`src/icache_pkg.sv`:
```
`default_nettype none

package icache_pkg;

    // ----------------------------------------------------------------------
    // Cache geometry
    // ----------------------------------------------------------------------
    localparam int addr_width = 32;
    localparam int data_width = 32;
    localparam int byte_bits  = 2;
    localparam int word_bits  = 2;
    localparam int index_bits = 3;
    localparam int tag_bits   = addr_width - index_bits - word_bits - byte_bits;
    localparam int line_words = 1 << word_bits;

    // Top address byte of the cached region
    localparam logic [7:0] cacheable_region = 8'ha0;

    // AXI field encodings used by the miss burst and local responses
    localparam logic [1:0] axi_burst_incr = 2'b01;
    localparam logic [2:0] axi_size_word  = 3'b010;
    localparam logic [1:0] axi_resp_okay  = 2'b00;

    // Controller state codes
    localparam logic [2:0] st_idle      = 3'd0;
    localparam logic [2:0] st_bypass    = 3'd1;
    localparam logic [2:0] st_lookup    = 3'd2;
    localparam logic [2:0] st_miss_addr = 3'd3;
    localparam logic [2:0] st_miss_fill = 3'd4;
    localparam logic [2:0] st_respond   = 3'd5;

    // One fetch address, split for the cache or for region decode
    typedef union packed {
        struct packed {
            logic [tag_bits-1:0]   tag;
            logic [index_bits-1:0] index;
            logic [word_bits-1:0]  word;
            logic [byte_bits-1:0]  byte_off;
        } cache_view;
        struct packed {
            logic [7:0]  region;
            logic [23:0] rest;
        } region_view;
    } fetch_addr_t;

endpackage

`default_nettype wire

```
`src/icache_array.sv`:
```
`default_nettype none

module icache_array (
    input  logic                                clock,
    input  logic                                reset,
    input  icache_pkg::fetch_addr_t             lookup_addr,
    output logic                                hit,
    input  logic                                alloc,
    input  logic                                fill_valid,
    input  logic [icache_pkg::word_bits-1:0]    fill_word,
    input  logic [icache_pkg::data_width-1:0]   fill_data,
    output logic [icache_pkg::data_width-1:0]   read_data
);

    localparam int num_lines = 1 << icache_pkg::index_bits;
    localparam int num_words = num_lines * icache_pkg::line_words;

    logic [icache_pkg::tag_bits-1:0]   tag_mem  [num_lines];
    logic [icache_pkg::data_width-1:0] data_mem [num_words];
    logic [num_lines-1:0]              valid_bits;

    logic [icache_pkg::index_bits-1:0] index;
    logic [icache_pkg::tag_bits-1:0]   tag;
    logic [icache_pkg::index_bits+icache_pkg::word_bits-1:0] read_slot;
    logic [icache_pkg::index_bits+icache_pkg::word_bits-1:0] fill_slot;

    assign index = lookup_addr.cache_view.index;
    assign tag   = lookup_addr.cache_view.tag;

    // Word slot inside the flat data store
    assign read_slot = {index, lookup_addr.cache_view.word};
    assign fill_slot = {index, fill_word};

    // ----------------------------------------------------------------------
    // Lookup
    // ----------------------------------------------------------------------
    assign hit       = valid_bits[index] && (tag_mem[index] == tag);
    assign read_data = data_mem[read_slot];

    // ----------------------------------------------------------------------
    // Allocation and fill
    // ----------------------------------------------------------------------
    always_ff @(posedge clock or posedge reset) begin
        if (reset) begin
            valid_bits <= '0;
        end else if (alloc) begin
            valid_bits[index] <= 1'b1;
        end
    end

    always_ff @(posedge clock) begin
        if (alloc) begin
            tag_mem[index] <= tag;
        end
        // One beat of the line burst per strobe
        if (fill_valid) begin
            data_mem[fill_slot] <= fill_data;
        end
    end

endmodule

`default_nettype wire

```
`src/icache_ctrl.sv`:
```
`default_nettype none

module icache_ctrl (
    input  logic                                clock,
    input  logic                                reset,
    // Fetch side
    input  logic                                s_arvalid,
    output logic                                s_arready,
    input  logic [icache_pkg::addr_width-1:0]   s_araddr,
    input  logic [3:0]                          s_arid,
    input  logic [7:0]                          s_arlen,
    input  logic [2:0]                          s_arsize,
    input  logic [1:0]                          s_arburst,
    output logic                                s_rvalid,
    input  logic                                s_rready,
    output logic [icache_pkg::data_width-1:0]   s_rdata,
    output logic [1:0]                          s_rresp,
    output logic                                s_rlast,
    output logic [3:0]                          s_rid,
    // Memory side
    output logic                                m_arvalid,
    input  logic                                m_arready,
    output logic [icache_pkg::addr_width-1:0]   m_araddr,
    output logic [3:0]                          m_arid,
    output logic [7:0]                          m_arlen,
    output logic [2:0]                          m_arsize,
    output logic [1:0]                          m_arburst,
    input  logic                                m_rvalid,
    output logic                                m_rready,
    input  logic [icache_pkg::data_width-1:0]   m_rdata,
    input  logic [1:0]                          m_rresp,
    input  logic                                m_rlast,
    input  logic [3:0]                          m_rid,
    // Array
    output icache_pkg::fetch_addr_t             lookup_addr,
    input  logic                                hit,
    output logic                                alloc,
    output logic                                fill_valid,
    output logic [icache_pkg::word_bits-1:0]    fill_word,
    output logic [icache_pkg::data_width-1:0]   fill_data,
    input  logic [icache_pkg::data_width-1:0]   read_data,
    // Event pulses
    output logic                                hit_event,
    output logic                                miss_event,
    output logic                                bypass_event
);

    logic [2:0]                          state;
    logic [icache_pkg::word_bits-1:0]    fill_cnt;
    icache_pkg::fetch_addr_t             in_addr;
    icache_pkg::fetch_addr_t             req_addr;
    logic [3:0]                          req_id;
    logic                                bypass_sel;
    logic                                ar_xfer;

    assign in_addr    = s_araddr;
    assign bypass_sel = s_arvalid &&
                        (in_addr.region_view.region != icache_pkg::cacheable_region);
    assign ar_xfer    = (state == icache_pkg::st_idle) && s_arvalid && s_arready;

    // ----------------------------------------------------------------------
    // State register and fill counter
    // ----------------------------------------------------------------------
    always_ff @(posedge clock or posedge reset) begin
        if (reset) begin
            state    <= icache_pkg::st_idle;
            fill_cnt <= '0;
        end else begin
            case (state)
                icache_pkg::st_idle: begin
                    // Route fixed here for the whole transaction
                    if (ar_xfer) begin
                        state <= bypass_sel ? icache_pkg::st_bypass : icache_pkg::st_lookup;
                    end
                end
                icache_pkg::st_bypass: begin
                    if (m_rvalid && s_rready && m_rlast) begin
                        state <= icache_pkg::st_idle;
                    end
                end
                icache_pkg::st_lookup: begin
                    fill_cnt <= '0;
                    state    <= hit ? icache_pkg::st_respond : icache_pkg::st_miss_addr;
                end
                icache_pkg::st_miss_addr: begin
                    if (m_arready) begin
                        state <= icache_pkg::st_miss_fill;
                    end
                end
                icache_pkg::st_miss_fill: begin
                    if (m_rvalid) begin
                        fill_cnt <= fill_cnt + 1'b1;
                        if (m_rlast) begin
                            state <= icache_pkg::st_respond;
                        end
                    end
                end
                icache_pkg::st_respond: begin
                    if (s_rready) begin
                        state <= icache_pkg::st_idle;
                    end
                end
                default: state <= icache_pkg::st_idle;
            endcase
        end
    end

    // Request capture
    always_ff @(posedge clock) begin
        if (ar_xfer) begin
            req_addr <= in_addr;
            req_id   <= s_arid;
        end
    end

    // ----------------------------------------------------------------------
    // Array side
    // ----------------------------------------------------------------------
    assign lookup_addr = req_addr;
    assign alloc       = (state == icache_pkg::st_lookup) && !hit;
    assign fill_valid  = (state == icache_pkg::st_miss_fill) && m_rvalid;
    assign fill_word   = fill_cnt;
    assign fill_data   = m_rdata;

    assign hit_event    = (state == icache_pkg::st_lookup) && hit;
    assign miss_event   = alloc;
    assign bypass_event = ar_xfer && bypass_sel;

    // ----------------------------------------------------------------------
    // AR channels
    // ----------------------------------------------------------------------
    always_comb begin
        s_arready = 1'b0;
        m_arvalid = 1'b0;
        // Line-aligned refill burst by default
        m_araddr  = {req_addr.cache_view.tag, req_addr.cache_view.index,
                     {(icache_pkg::word_bits + icache_pkg::byte_bits){1'b0}}};
        m_arid    = req_id;
        m_arlen   = 8'(icache_pkg::line_words - 1);
        m_arsize  = icache_pkg::axi_size_word;
        m_arburst = icache_pkg::axi_burst_incr;
        if (state == icache_pkg::st_idle) begin
            s_arready = bypass_sel ? m_arready : 1'b1;
            if (bypass_sel) begin
                m_arvalid = s_arvalid;
                m_araddr  = s_araddr;
                m_arid    = s_arid;
                m_arlen   = s_arlen;
                m_arsize  = s_arsize;
                m_arburst = s_arburst;
            end
        end else if (state == icache_pkg::st_miss_addr) begin
            m_arvalid = 1'b1;
        end
    end

    // ----------------------------------------------------------------------
    // R channels
    // ----------------------------------------------------------------------
    always_comb begin
        s_rvalid = (state == icache_pkg::st_respond);
        s_rdata  = read_data;
        s_rresp  = icache_pkg::axi_resp_okay;
        s_rlast  = 1'b1;
        s_rid    = req_id;
        m_rready = (state == icache_pkg::st_miss_fill);
        if (state == icache_pkg::st_bypass) begin
            s_rvalid = m_rvalid;
            s_rdata  = m_rdata;
            s_rresp  = m_rresp;
            s_rlast  = m_rlast;
            s_rid    = m_rid;
            m_rready = s_rready;
        end
    end

endmodule

`default_nettype wire

```
`src/icache_perf.sv`:
```
`default_nettype none

module icache_perf (
    input  logic        clock,
    input  logic        reset,
    input  logic        hit_event,
    input  logic        miss_event,
    input  logic        bypass_event,
    output logic [31:0] hit_count,
    output logic [31:0] miss_count,
    output logic [31:0] bypass_count
);

    // ----------------------------------------------------------------------
    // Event counters, free running and wrapping
    // ----------------------------------------------------------------------
    always_ff @(posedge clock or posedge reset) begin
        if (reset) begin
            hit_count    <= '0;
            miss_count   <= '0;
            bypass_count <= '0;
        end else begin
            if (hit_event) begin
                hit_count <= hit_count + 32'd1;
            end
            if (miss_event) begin
                miss_count <= miss_count + 32'd1;
            end
            // Uncached traffic kept apart from cache effectiveness
            if (bypass_event) begin
                bypass_count <= bypass_count + 32'd1;
            end
        end
    end

endmodule

`default_nettype wire

```
`src/icache_top.sv`:
```
`default_nettype none

module icache_top (
    input  logic                                clock,
    input  logic                                reset,
    // Fetch side
    input  logic                                s_arvalid,
    output logic                                s_arready,
    input  logic [icache_pkg::addr_width-1:0]   s_araddr,
    input  logic [3:0]                          s_arid,
    input  logic [7:0]                          s_arlen,
    input  logic [2:0]                          s_arsize,
    input  logic [1:0]                          s_arburst,
    output logic                                s_rvalid,
    input  logic                                s_rready,
    output logic [icache_pkg::data_width-1:0]   s_rdata,
    output logic [1:0]                          s_rresp,
    output logic                                s_rlast,
    output logic [3:0]                          s_rid,
    // Memory side
    output logic                                m_arvalid,
    input  logic                                m_arready,
    output logic [icache_pkg::addr_width-1:0]   m_araddr,
    output logic [3:0]                          m_arid,
    output logic [7:0]                          m_arlen,
    output logic [2:0]                          m_arsize,
    output logic [1:0]                          m_arburst,
    input  logic                                m_rvalid,
    output logic                                m_rready,
    input  logic [icache_pkg::data_width-1:0]   m_rdata,
    input  logic [1:0]                          m_rresp,
    input  logic                                m_rlast,
    input  logic [3:0]                          m_rid,
    // Profiling
    output logic [31:0]                         hit_count,
    output logic [31:0]                         miss_count,
    output logic [31:0]                         bypass_count
);

    // Controller to array
    icache_pkg::fetch_addr_t              lookup_addr;
    logic                                 hit;
    logic                                 alloc;
    logic                                 fill_valid;
    logic [icache_pkg::word_bits-1:0]     fill_word;
    logic [icache_pkg::data_width-1:0]    fill_data;
    logic [icache_pkg::data_width-1:0]    read_data;

    // Controller to counters
    logic                                 hit_event;
    logic                                 miss_event;
    logic                                 bypass_event;

    // Port names match the wires above
    icache_ctrl icache_ctrl_inst (.*);

    icache_array icache_array_inst (.*);

    icache_perf icache_perf_inst (.*);

endmodule

`default_nettype wire

```
`config.mk`:
```
export PLATFORM = sky130hd
export DESIGN_NAME = icache_top
export DESIGN_NICKNAME = d
export VERILOG_FILES = /design/src/icache_pkg.sv /design/src/icache_array.sv /design/src/icache_ctrl.sv /design/src/icache_perf.sv /design/src/icache_top.sv
export SDC_FILE = /design/constraint.sdc
export NUM_CORES = 1
export LEC_CHECK = 0
export ABC_AREA = 1
export BUFFER_PORTS_ARGS = -buffer_cell sky130_fd_sc_hd__buf_2
export CELL_PAD_IN_SITES_DETAIL_PLACEMENT = 0
export CELL_PAD_IN_SITES_GLOBAL_PLACEMENT = 2
export CORE_ASPECT_RATIO = 0.8
export CORE_UTILIZATION = 38
export CTS_BUF_LIST = sky130_fd_sc_hd__clkbuf_8 sky130_fd_sc_hd__clkbuf_16
export CTS_CLUSTER_DIAMETER = 150
export CTS_CLUSTER_SIZE = 12
export DETAILED_ROUTE_END_ITERATION = 8
export PLACE_DENSITY_LB_ADDON = 0.1
export SLEW_MARGIN = 20
export SYNTH_ARGS = -nofsm -noshare
export SYNTH_HDL_FRONTEND = slang
export SYNTH_SLANG_ARGS = --single-unit
```
`constraint.sdc`:
```
create_clock -name clock -period 3.48 [get_ports clock]
set_clock_uncertainty 0.15 [all_clocks]
set_input_delay 0.696 -clock clock [delete_from_list [all_inputs] [get_ports clock]]
set_output_delay 0.696 -clock clock [all_outputs]
set_load 0.02 [all_outputs]
```
* Word level (Yosys, flattened, before mapping)
Memories as Yosys holds them, arrays and structs flattened. A register that Yosys moved wholly into a read port is not among the register bits.
Index checks and enable logic that the tools add are counted.
** Storage, ports and cells
- Register bits after elaboration :: 145
- Logic and storage cells :: 88
- RAM bits :: 1224
- Output and inout bits :: 188
- Input bits :: 94
- Memories :: 2
** Cells by class
- Equality and inequality tests :: 13
- Order comparisons :: 2
- Multiplexer cells :: 42
- $add $sub $neg :: 4
- Bitwise operators :: 1
- Reduce and logical (&&, ||, !) cells :: 16
** Memories
- icache_array_inst.data_mem :: depth 32, bits a word 32, read ports 1, clocked after memory_dff 1, write ports 1, RTL line icache_array.sv:19 : logic [icache_pkg::data_width-1:0] data_mem [num_words];
- icache_array_inst.tag_mem :: depth 8, bits a word 25, read ports 1, clocked after memory_dff 1, write ports 1, RTL line icache_array.sv:18 : logic [icache_pkg::tag_bits-1:0] tag_mem [num_lines];
** Operators by type and width (number)
- 32-bit by 1-bit adder with 32-bit output, second input constant :: 3
- 32-bit 2-to-1 mux :: 3
- 3-bit 2-to-1 mux :: 10
- 25-bit == test :: 1
- 3-bit case mux with 6 select lines :: 1
- 8-bit 2-to-1 mux :: 2
- 1-bit 2-to-1 mux :: 14
- 4-bit 2-to-1 mux :: 3
- 1-bit logical AND :: 11
- 2-bit 2-to-1 mux :: 5
- 2-bit inequality test, second input constant :: 4
- 8-bit inequality test, second input constant :: 1
- 8-bit bitwise OR :: 1
- 3-bit by 2-bit == test with 1-bit output, second input constant :: 2
- 3-bit == test, second input constant :: 2
- 6-bit AND reduction :: 1
- 5-bit 2-to-1 mux :: 1
- 3-bit by 4-bit less-than comparator with 1-bit output, second input constant :: 1
- 2-bit by 1-bit inequality test with 1-bit output, second input constant :: 2
- 2-bit case mux with 2 select lines :: 1
- 1-bit binary-select mux with 3-bit select :: 1
- 1-bit demux with 3-bit select :: 1
- 3-bit by 1-bit == test with 1-bit output, second input constant :: 1
- 3-bit by 1-bit greater-or-equal comparator with 1-bit output, second input constant :: 1
- other kinds (5) :: 5

* Depth between registers and ports, before layout
Gate-level depths: netlist of run 1.
- Word-level depth :: 7
- Mapped depth :: 20
- Depth with buffers taken out :: 17

* Modules after synthesis
A second synthesis of run 1 with hierarchy kept.
** Second synthesis, totals
- Cell total of the unflattened synthesis :: 4880
- Area total of the unflattened synthesis :: 56952.1 um2
** Modules (own cells, without submodules)
- icache_array :: cells each 3842, instances 1, sequential area each 36955.4 um2, area each 49033.3 um2
- icache_perf :: cells each 645, instances 1, sequential area each 2402.3 um2, area each 5152.4 um2
- icache_ctrl :: cells each 393, instances 1, sequential area each 1206.2 um2, area each 2766.4 um2

* Least setup slack after synthesis of run 1
Ideal clock, no wire load.
- Kind :: reg-to-reg
- Start :: reg with a tool-made name
- End :: mem icache_array_inst.tag_mem[0][0] (netlist name), enable pin
- Library setup time :: 407 ps
- Path buffers :: 4
- Arrival time :: 2717 ps
- Data required time :: 2923 ps
- Slack :: 206 ps
- Cell stages (with the launch flop) :: 16
- Path through :: dfxtp_1 -> buf_6 -> buf_6 -> buf_6 -> nor2_1 -> nor2_1 -> o21ai_1 -> nand3_1 -> nand3_1 -> nand2_1 -> nand3_1 -> nor2_1 -> nand3_1 -> nand2_2 -> buf_2 -> nor2_1
** RTL lines (RTL line)
- to (decl) :: icache_array.sv:18

==> results of run 1 <==
-- per-stage QoR --
stage	total power (uW)	TNS, ns	util	hold WS, ns	cell area, um^2
floorplan	27800	0	-	0.272	57700
global placement	34300	-0.104	0.423	0.288	63600
detailed placement	34300	-0.270	0.423	0.295	63600
CTS	49700	-9.92	0.460	0.0246	69100
global route	54000	-9.99	0.473	0.0420	71100
finish	51800	-6.52	0.473	0.0570	71100
-- worst register-to-register path: cells and delay by family (launching register included) --
family | cells | cell delay, ns
buffers and inverters | 5 | 0.86
DFF | 1 | 0.40
and+or+nand+nor | 13 | 1.44
-- state kept, by name, indices dropped and copies added, names as in the netlist, named ones only --
| name | flops |
|---|---|
| icache_perf_inst.miss_count | 32 |
| icache_ctrl_inst.req_id | 4 |
| icache_array_inst.data_mem | 1024 |
| icache_ctrl_inst.state | 3 |
| icache_array_inst.valid_bits | 8 |
| icache_array_inst.tag_mem | 200 |
| icache_perf_inst.bypass_count | 32 |
| icache_ctrl_inst.lookup_addr | 30 |
| icache_perf_inst.hit_count | 32 |
| icache_ctrl_inst.fill_word | 2 |
-- layout make-up --
| class | instances | area [um^2] | area share |
|---|---|---|---|
| flip-flops and latches | 1372 | 40600 | 0.571 |
| multi-input cells | 3180 | 15900 | 0.223 |
| repair buffers | 678 | 7410 | 0.104 |
| clock buffers | 137 | 3430 | 0.0482 |
| well taps | 1999 | 2500 | 0.0352 |
| inverters | 257 | 1030 | 0.0145 |
| clock inverters | 24 | 175 | 0.00246 |
| repair inverters | 8 | 108 | 0.00151 |
-- cell usage after synthesis (35+ instances only) --
| cell type | instances | share of area |
|---|---|---|
| xor2_1 | 37 | 0.0056 |
| inv_1 | 252 | 0.016 |
| nor3_1 | 36 | 0.0031 |
| clkbuf_1 | 227 | 0.015 |
| nor2_1 | 845 | 0.055 |
| nand3_1 | 189 | 0.016 |
| o21ai_0 | 676 | 0.059 |
| dfrtp_1 | 109 | 0.047 |
| nand4_1 | 57 | 0.0062 |
| xnor2_1 | 35 | 0.0053 |
| nand2_1 | 879 | 0.057 |
| o221ai_1 | 39 | 0.0059 |
| buf_2 | 41 | 0.0036 |
| o22ai_1 | 269 | 0.029 |
| edfxtp_1 | 1258 | 0.65 |
-- report_power, final --
part | switching [uW] | internal [uW] | leakage (uW) | total [uW]
sequential | 384 | 18500 | 0.0128 | 18900
combinational | 12400 | 7410 | 0.0114 | 19800
clock | 6150 | 6990 | 0.00182 | 13100
-- cell families (layout without fill, tap and decap cells) --
logic type	Yosys count	in the layout
AND/OR/NAND/NOR	2065	2067
flip-flops	1372	1372
AO/OA/AOI/OAI	1034	1034
buffers and inverters	558	1104
XOR/XNOR	72	72
adder cells (fa/ha/maj)	7	7
-- how the worst max path moves through the flow --
| stage | startpoint | to | slack, ns | depth (start not counted) |
|---|---|---|---|---|
| finish | flip-flop | s_rdata[13] | -0.32 | 9 |
| floorplan | flip-flop | icache_array_inst.tag_mem[0][0]$_DFFE_PP_ | 0.21 | 15 |
| detailed placement | flip-flop | s_rdata[11] | -0.08 | 9 |
| global route | flip-flop | s_rdata[13] | -0.39 | 11 |
| CTS | flip-flop | s_rdata[3] | -0.44 | 12 |
| global placement | flip-flop | s_rdata[11] | -0.10 | 9 |
-- what timing repair did --
item	in CTS	in global routing
hold endpoints to repair	53	0
setup endpoints to repair	102	237
buffers inserted	30	42
gates cloned	23	44
pin swaps	32	157
hold buffers	35	0
resized for setup	217	275
-- routing by layer --
layer  up-vias  routed length [um]
li1      19107                   -
met1     21310               95800
met2      1368               91700
met3       257               13000
met4         6                4280
met5         -                  45
==> results.md, run 1 <==
- Drt pass-1 iters: 7
- Dpl ws: -0.0787 ns
- Failing checks: design-rule violations, negative setup slack
- Commonest non-fill, non-tap cell in the layout: edfxtp_1
- Leak pwr: 0.0261 uW
- Share of cells above drive strength 1: 0.178
- Power Dens Cells: 728 mW/mm^2
- Vias per inst: 5.49
- Total global routing track utilization: 0.251
- Synth Area in Simple Gates: 0.145
- CTS Buf Count: 132
- Slew Viols, Final: 0
- Die width: 438 um
- Remaining DRCs: 4
- Worst r2r path cells: 18
- Grt met2 use: 0.382
- Worst Hold Path EP: icache_array_inst.data_mem[24][2]$_DFFE_PP_
- Worst vdd ir: 0.000463 V
- Initial antenna violation count: 12
- RSZ-0062 raised after global routing: yes
- Peak Freq: 0.263 GHz
- Cell family with most CP delay: buffers and inverters
- Fill count: 13,736
- Slowest-stage cell, CP: dfxtp_4
- Synth cell types: 38
- Hold path start: m_rdata[2]
- Status: complete, but fails checks
- Ys flop type: edfxtp_1
- Post-detail-place hpwl: 103,000 um
- Seq cells post-synth: 1,372
- Crit Path Class: reg -> out
- Buf+Inv Stages, Crit Path: 4
- Final WL: 205,000 um
- Period utilization: 1.09
- FF-to-FF End: icache_array_inst.tag_mem[7][0]$_DFFE_PP_
- CTS Buffer Depth: 3
- Core region area: 0.150 mm^2
- Placed Cells: 7,326
- Largest family of logic cells by synthesized area: simple AND/OR/NAND/NOR gates
- Least-Margin Pin Slew: 0.753 ns
- Crit-path cells: inv_8 -> buf_16 -> buf_6 -> or2_2 -> o211ai_1 -> o211ai_1 -> o211ai_1 -> nand2_2 -> buf_6
- Die Span Y: 351 um
- Reg-to-reg slack, setup: 0.27 ns
- Met3 usage: 0.0388
- Synth Area in Compound Gates: 0.0999
- Antenna cells: 0
- Post-Syn Area per Cell: 11.3 um^2
- Final non-filler cell total: 7,655
- CP required: 2.63 ns
- Sequential cell area fraction in the yosys report: 0.703
- Critical Path Sink Type: output port
- Total grt overflow: 0
- Vias: 42,048
- Max cap viols: 0
- Tmin final: 3.80 ns
- First-pass GRT wire length: 280,000 um
- Met1 Usage GRT: 0.372
- Site Rows: 127
- Ys Warns: 0
- GRT busiest layer: met2
- Commonest non-fill, non-tap cells in the layout: edfxtp_1 (1,258), nand2_1 (865), nor2_1 (773), o21ai_0 (538), inv_1 (258)
- Latest clock arrival within the worst-skew pair: 0.78 ns
- EDFF count, synth: 1,258
- Post-Synth Adder-Cell Area: 0.00152
- Max stage delay on crit path: 0.45 ns
- Nets: 5,730
- Syn Std Cell Area: 0.0577 mm^2
- DR iter-0 viols: 4,227
- FFs w/ async S/R, synth: 0.0794
- CTS clock-pin slew for the worst setup and hold paths: 0.06 ns
- Clk sink count: 1,372
- CTS tree: done
- Post-DRT Antenna Nets: 0
- Critical path launch point type: flip-flop
- Number of global-route vias before repair: 38,977
- Largest net degree at the start of global routing: 79
- Synth Instances: 5,108
- Final hold violation count: 0
- Routability Congestion: 0.799
- Avg WL per Cell: 26.8 um
- Top cell by count, worst path: o211ai_1
- Setup ws final: -0.318 ns
- # setup viols final: 32
- Area grow syn2layout: 23.2%
- Hold crit path type: in -> reg
- Num ports: 282
- Post-Synth XOR/XNOR Area: 0.0109
- Starting Density: 0.384
- Syn_nets: 5,209
- Root buffer cell: clkbuf_16
- H-Tree Depth: 4
- Hold path cells: 1
- CP max FO: 34
- Die area: 0.153 mm^2
- Port Buffers: 281
- Mux cell area share after synthesis: 0
- CP arrival: 2.95 ns
- Slew margin rel.: 0.498
Note: power is estimated with default switching activity, not from simulation.
==> inputs of run 2 (changes only) <==
==> constraint.sdc (replaced) <==
create_clock -name clock -period 3.48 [get_ports clock]
set_clock_uncertainty 0.15 [all_clocks]
set_input_delay 0 -clock clock [delete_from_list [all_inputs] [get_ports clock]]
set_output_delay 0 -clock clock [all_outputs]
set_load 0.02 [all_outputs]
==> results.md, run 2 (synthesized netlist as in run 1, its figures left out) <==
- Commonest non-fill, non-tap cell in the layout: edfxtp_1
- Largest net degree at the start of global routing: 106 (+34%)
- Drt pass-1 iters: 9 (+2)
- Hold crit path type: in -> reg
- Final hold violation count: 0 (unchanged)
- Tmin final: 3.35 ns (-0.447 ns)
- Power Dens Cells: 695 mW/mm^2 (-4.5%)
- CP required: 3.33 ns (+0.70 ns)
- Vias per inst: 5.37 (-2.2%)
- Final non-filler cell total: 7,615 (-0.52%)
- Num ports: 282 (unchanged)
- Number of global-route vias before repair: 38,827 (-0.38%)
- DR iter-0 viols: 3,947 (-6.6%)
- CP arrival: 3.20 ns (+0.25 ns)
- Switch share: 0.361 (-0.00351)
- Fill count: 14,093 (+2.6%)
- Top flop regs: icache_array_inst.data_mem: 1024 flops, icache_array_inst.tag_mem: 200 flops
- # setup viols final: 0 (-100%)
- Latest clock arrival within the worst-skew pair: 0.79 ns (about the same)
- Die width: 438 um (unchanged)
- Site Rows: 127 (unchanged)
- Vias: 40,924 (-2.7%)
- Post-DRT Antenna Nets: 0 (unchanged)
- Final Power: 47,600 uW (-8.1%)
- RSZ-0062 raised after global routing: yes
- Clk pwr share: 0.276 (+0.022)
- Slew margin rel.: 0.252 (-0.246)
- Peak Freq: 0.298 GHz (+13%)
- Pint: 30,400 uW (-7.6%)
- Root buffer cell: clkbuf_16
- Setup ws final: 0.130 ns (+0.447 ns)
- Failing checks: design-rule violations
- Crit-path cells: buf_16 -> o21ai_0 -> o22ai_1 -> nor2_1 -> o221ai_1 -> o311ai_1 -> nand2_1 -> buf_2
- Area grow syn2layout: 18.6%
- Core region area: 0.150 mm^2 (unchanged)
- Die area: 0.153 mm^2 (unchanged)
- Final WL: 190,000 um (-7.4%)
- Remaining DRCs: 8 (+4)
- Commonest non-fill, non-tap cells in the layout: edfxtp_1 (1,258), nand2_1 (878), nor2_1 (802), o21ai_0 (676), buf_2 (281)
- CTS Buffer Depth: 3 (unchanged)
- Least-Margin Pin Slew: 1.12 ns (+0.366 ns)
- Setup_tns: 0 ns (+6.52 ns)
- CTS clock-pin slew for the worst setup and hold paths: 0.06 ns (about the same)
- Buf+Inv Stages, Crit Path: 2 (-2)
- Slew Viols, Final: 0 (unchanged)
- Psw: 17,200 uW (-9.0%)
- CTS tree: done
- Hold Worst Slack: 0.0999 ns (+0.0430 ns)
- Slowest-stage cell, CP: dfxtp_4
- Nets: 5,680 (-0.87%)
- Avg WL per Cell: 24.9 um (-6.9%)
- Starting Density: 0.384 (unchanged)
- Critical path launch point type: flip-flop
- Leak pwr: 0.0250 uW (-4.3%)
- Total grt overflow: 0 (unchanged)
- CTS Buf Count: 132 (unchanged)
- Number of flip-flops in the largest register: 1,024 (unchanged)
- Combinational power share: 0.327 (-0.055)
- First-pass GRT wire length: 272,000 um (-3.1%)
- Crit Path Class: reg -> out
- Post-detail-place hpwl: 105,000 um (+1.5%)
- Critical Path Sink Type: output port
- Worst vdd ir: 0.000350 V (-24%)
- Max cap viols: 0 (unchanged)
- Dpl ws: 0.0479 ns (+0.127 ns)
- Clk sink count: 1,372 (unchanged)
- Placed Cells: 7,320 (-0.082%)
- Share of cells above drive strength 1: 0.135 (-0.0431)
- Status: complete, but fails checks
- Die Span Y: 351 um (unchanged)
- Cell family with most CP delay: compound AO/OA/AOI/OAI gates
- Total global routing track utilization: 0.241 (-0.00947)
- CP max FO: 93 (+170%)
- Reg-to-reg slack, setup: 0.13 ns (-0.14 ns)
- Port Buffers: 281 (unchanged)
- Seq pwr share: 0.396 (+0.032)
- Initial antenna violation count: 7 (-5)
- H-Tree Depth: 4 (unchanged)
- Top reg by flops: icache_array_inst.data_mem
- Max stage delay on crit path: 0.52 ns (+0.07 ns)
- Period utilization: 0.963 (-0.129)
- Routability Congestion: 0.824 (+3.1%)
==> run 2: worst paths after layout <==
check | start | to | cells past startpoint
min reg2reg | icache_array_inst.valid_bits[6]$_DFFE_PP0P_ | icache_array_inst.valid_bits[6]$_DFFE_PP0P_ | 2
max reg2reg | flip-flop | icache_array_inst.tag_mem[3][1]$_DFFE_PP_ | 15
min | s_araddr[3] | flip-flop | 4
min in group asynchronous | reset | icache_perf_inst.bypass_count[3]$_DFFE_PP0P_ | 4
max in group asynchronous | reset | icache_perf_inst.bypass_count[24]$_DFFE_PP0P_ | 5
max | flip-flop | s_rdata[0] | 8
==> run 2: what timing repair did <==
action | 4_1_cts | 5_1_grt
hold buffers | 110 | 0
cloned | 5 | 4
pin swaps | 1 | 2
buffers inserted | 1 | 4
gates resized for setup | 23 | 21
endpoints found under the hold margin | 1211 | 0
endpoints found under the setup margin | 53 | 180
==> run 2: power groups by stage <==
stage | Sequential [uW] | Combinational, uW | Clock (uW)
after floorplan | 19100 | 8650 | 0
after global placement | 19200 | 14900 | 0
after detailed placement | 19200 | 14900 | 0
after CTS | 18900 | 15400 | 13500
after global routing | 18900 | 17000 | 14000
final | 18800 | 15600 | 13200
==> run 2: tightest hold or removal path, cell delays in order <==
cell	delay (ns)
dlygate4sd3_1	0.54
buf_2	0.14
inv_1	0.06
o21ai_0	0.18
==> run 2: cell type report <==
class                      instances  area [um^2]  area share
clock buffer                     137         3430      0.0501
sequential                      1372        40600       0.593
tap                             1999         2500      0.0365
antenna                            5         12.5    0.000183
inverter                         257         1020      0.0149
clock inverter                    29          194     0.00283
timing repair inverter             2         22.5    0.000329
multi-input combinational       3180        15200       0.222
timing repair buffer             634         5440      0.0795
==> run 2: stage by stage <==
stage / util / area (um^2)
global placement: 0.421 / 63300
detailed placement: 0.421 / 63300
floorplan: - / 57700
CTS: 0.454 / 68200
finish: 0.456 / 68500
global route: 0.455 / 68500
==> run 2: metal layers <==
layer  track usage  vias to the layer above  wire length, um
met2         0.367                     1161            84600
met5             0                        -               11
met1         0.361                    20556            90500
met4        0.0577                        2             3640
li1              -                    18983                -
met3        0.0353                      222            10900
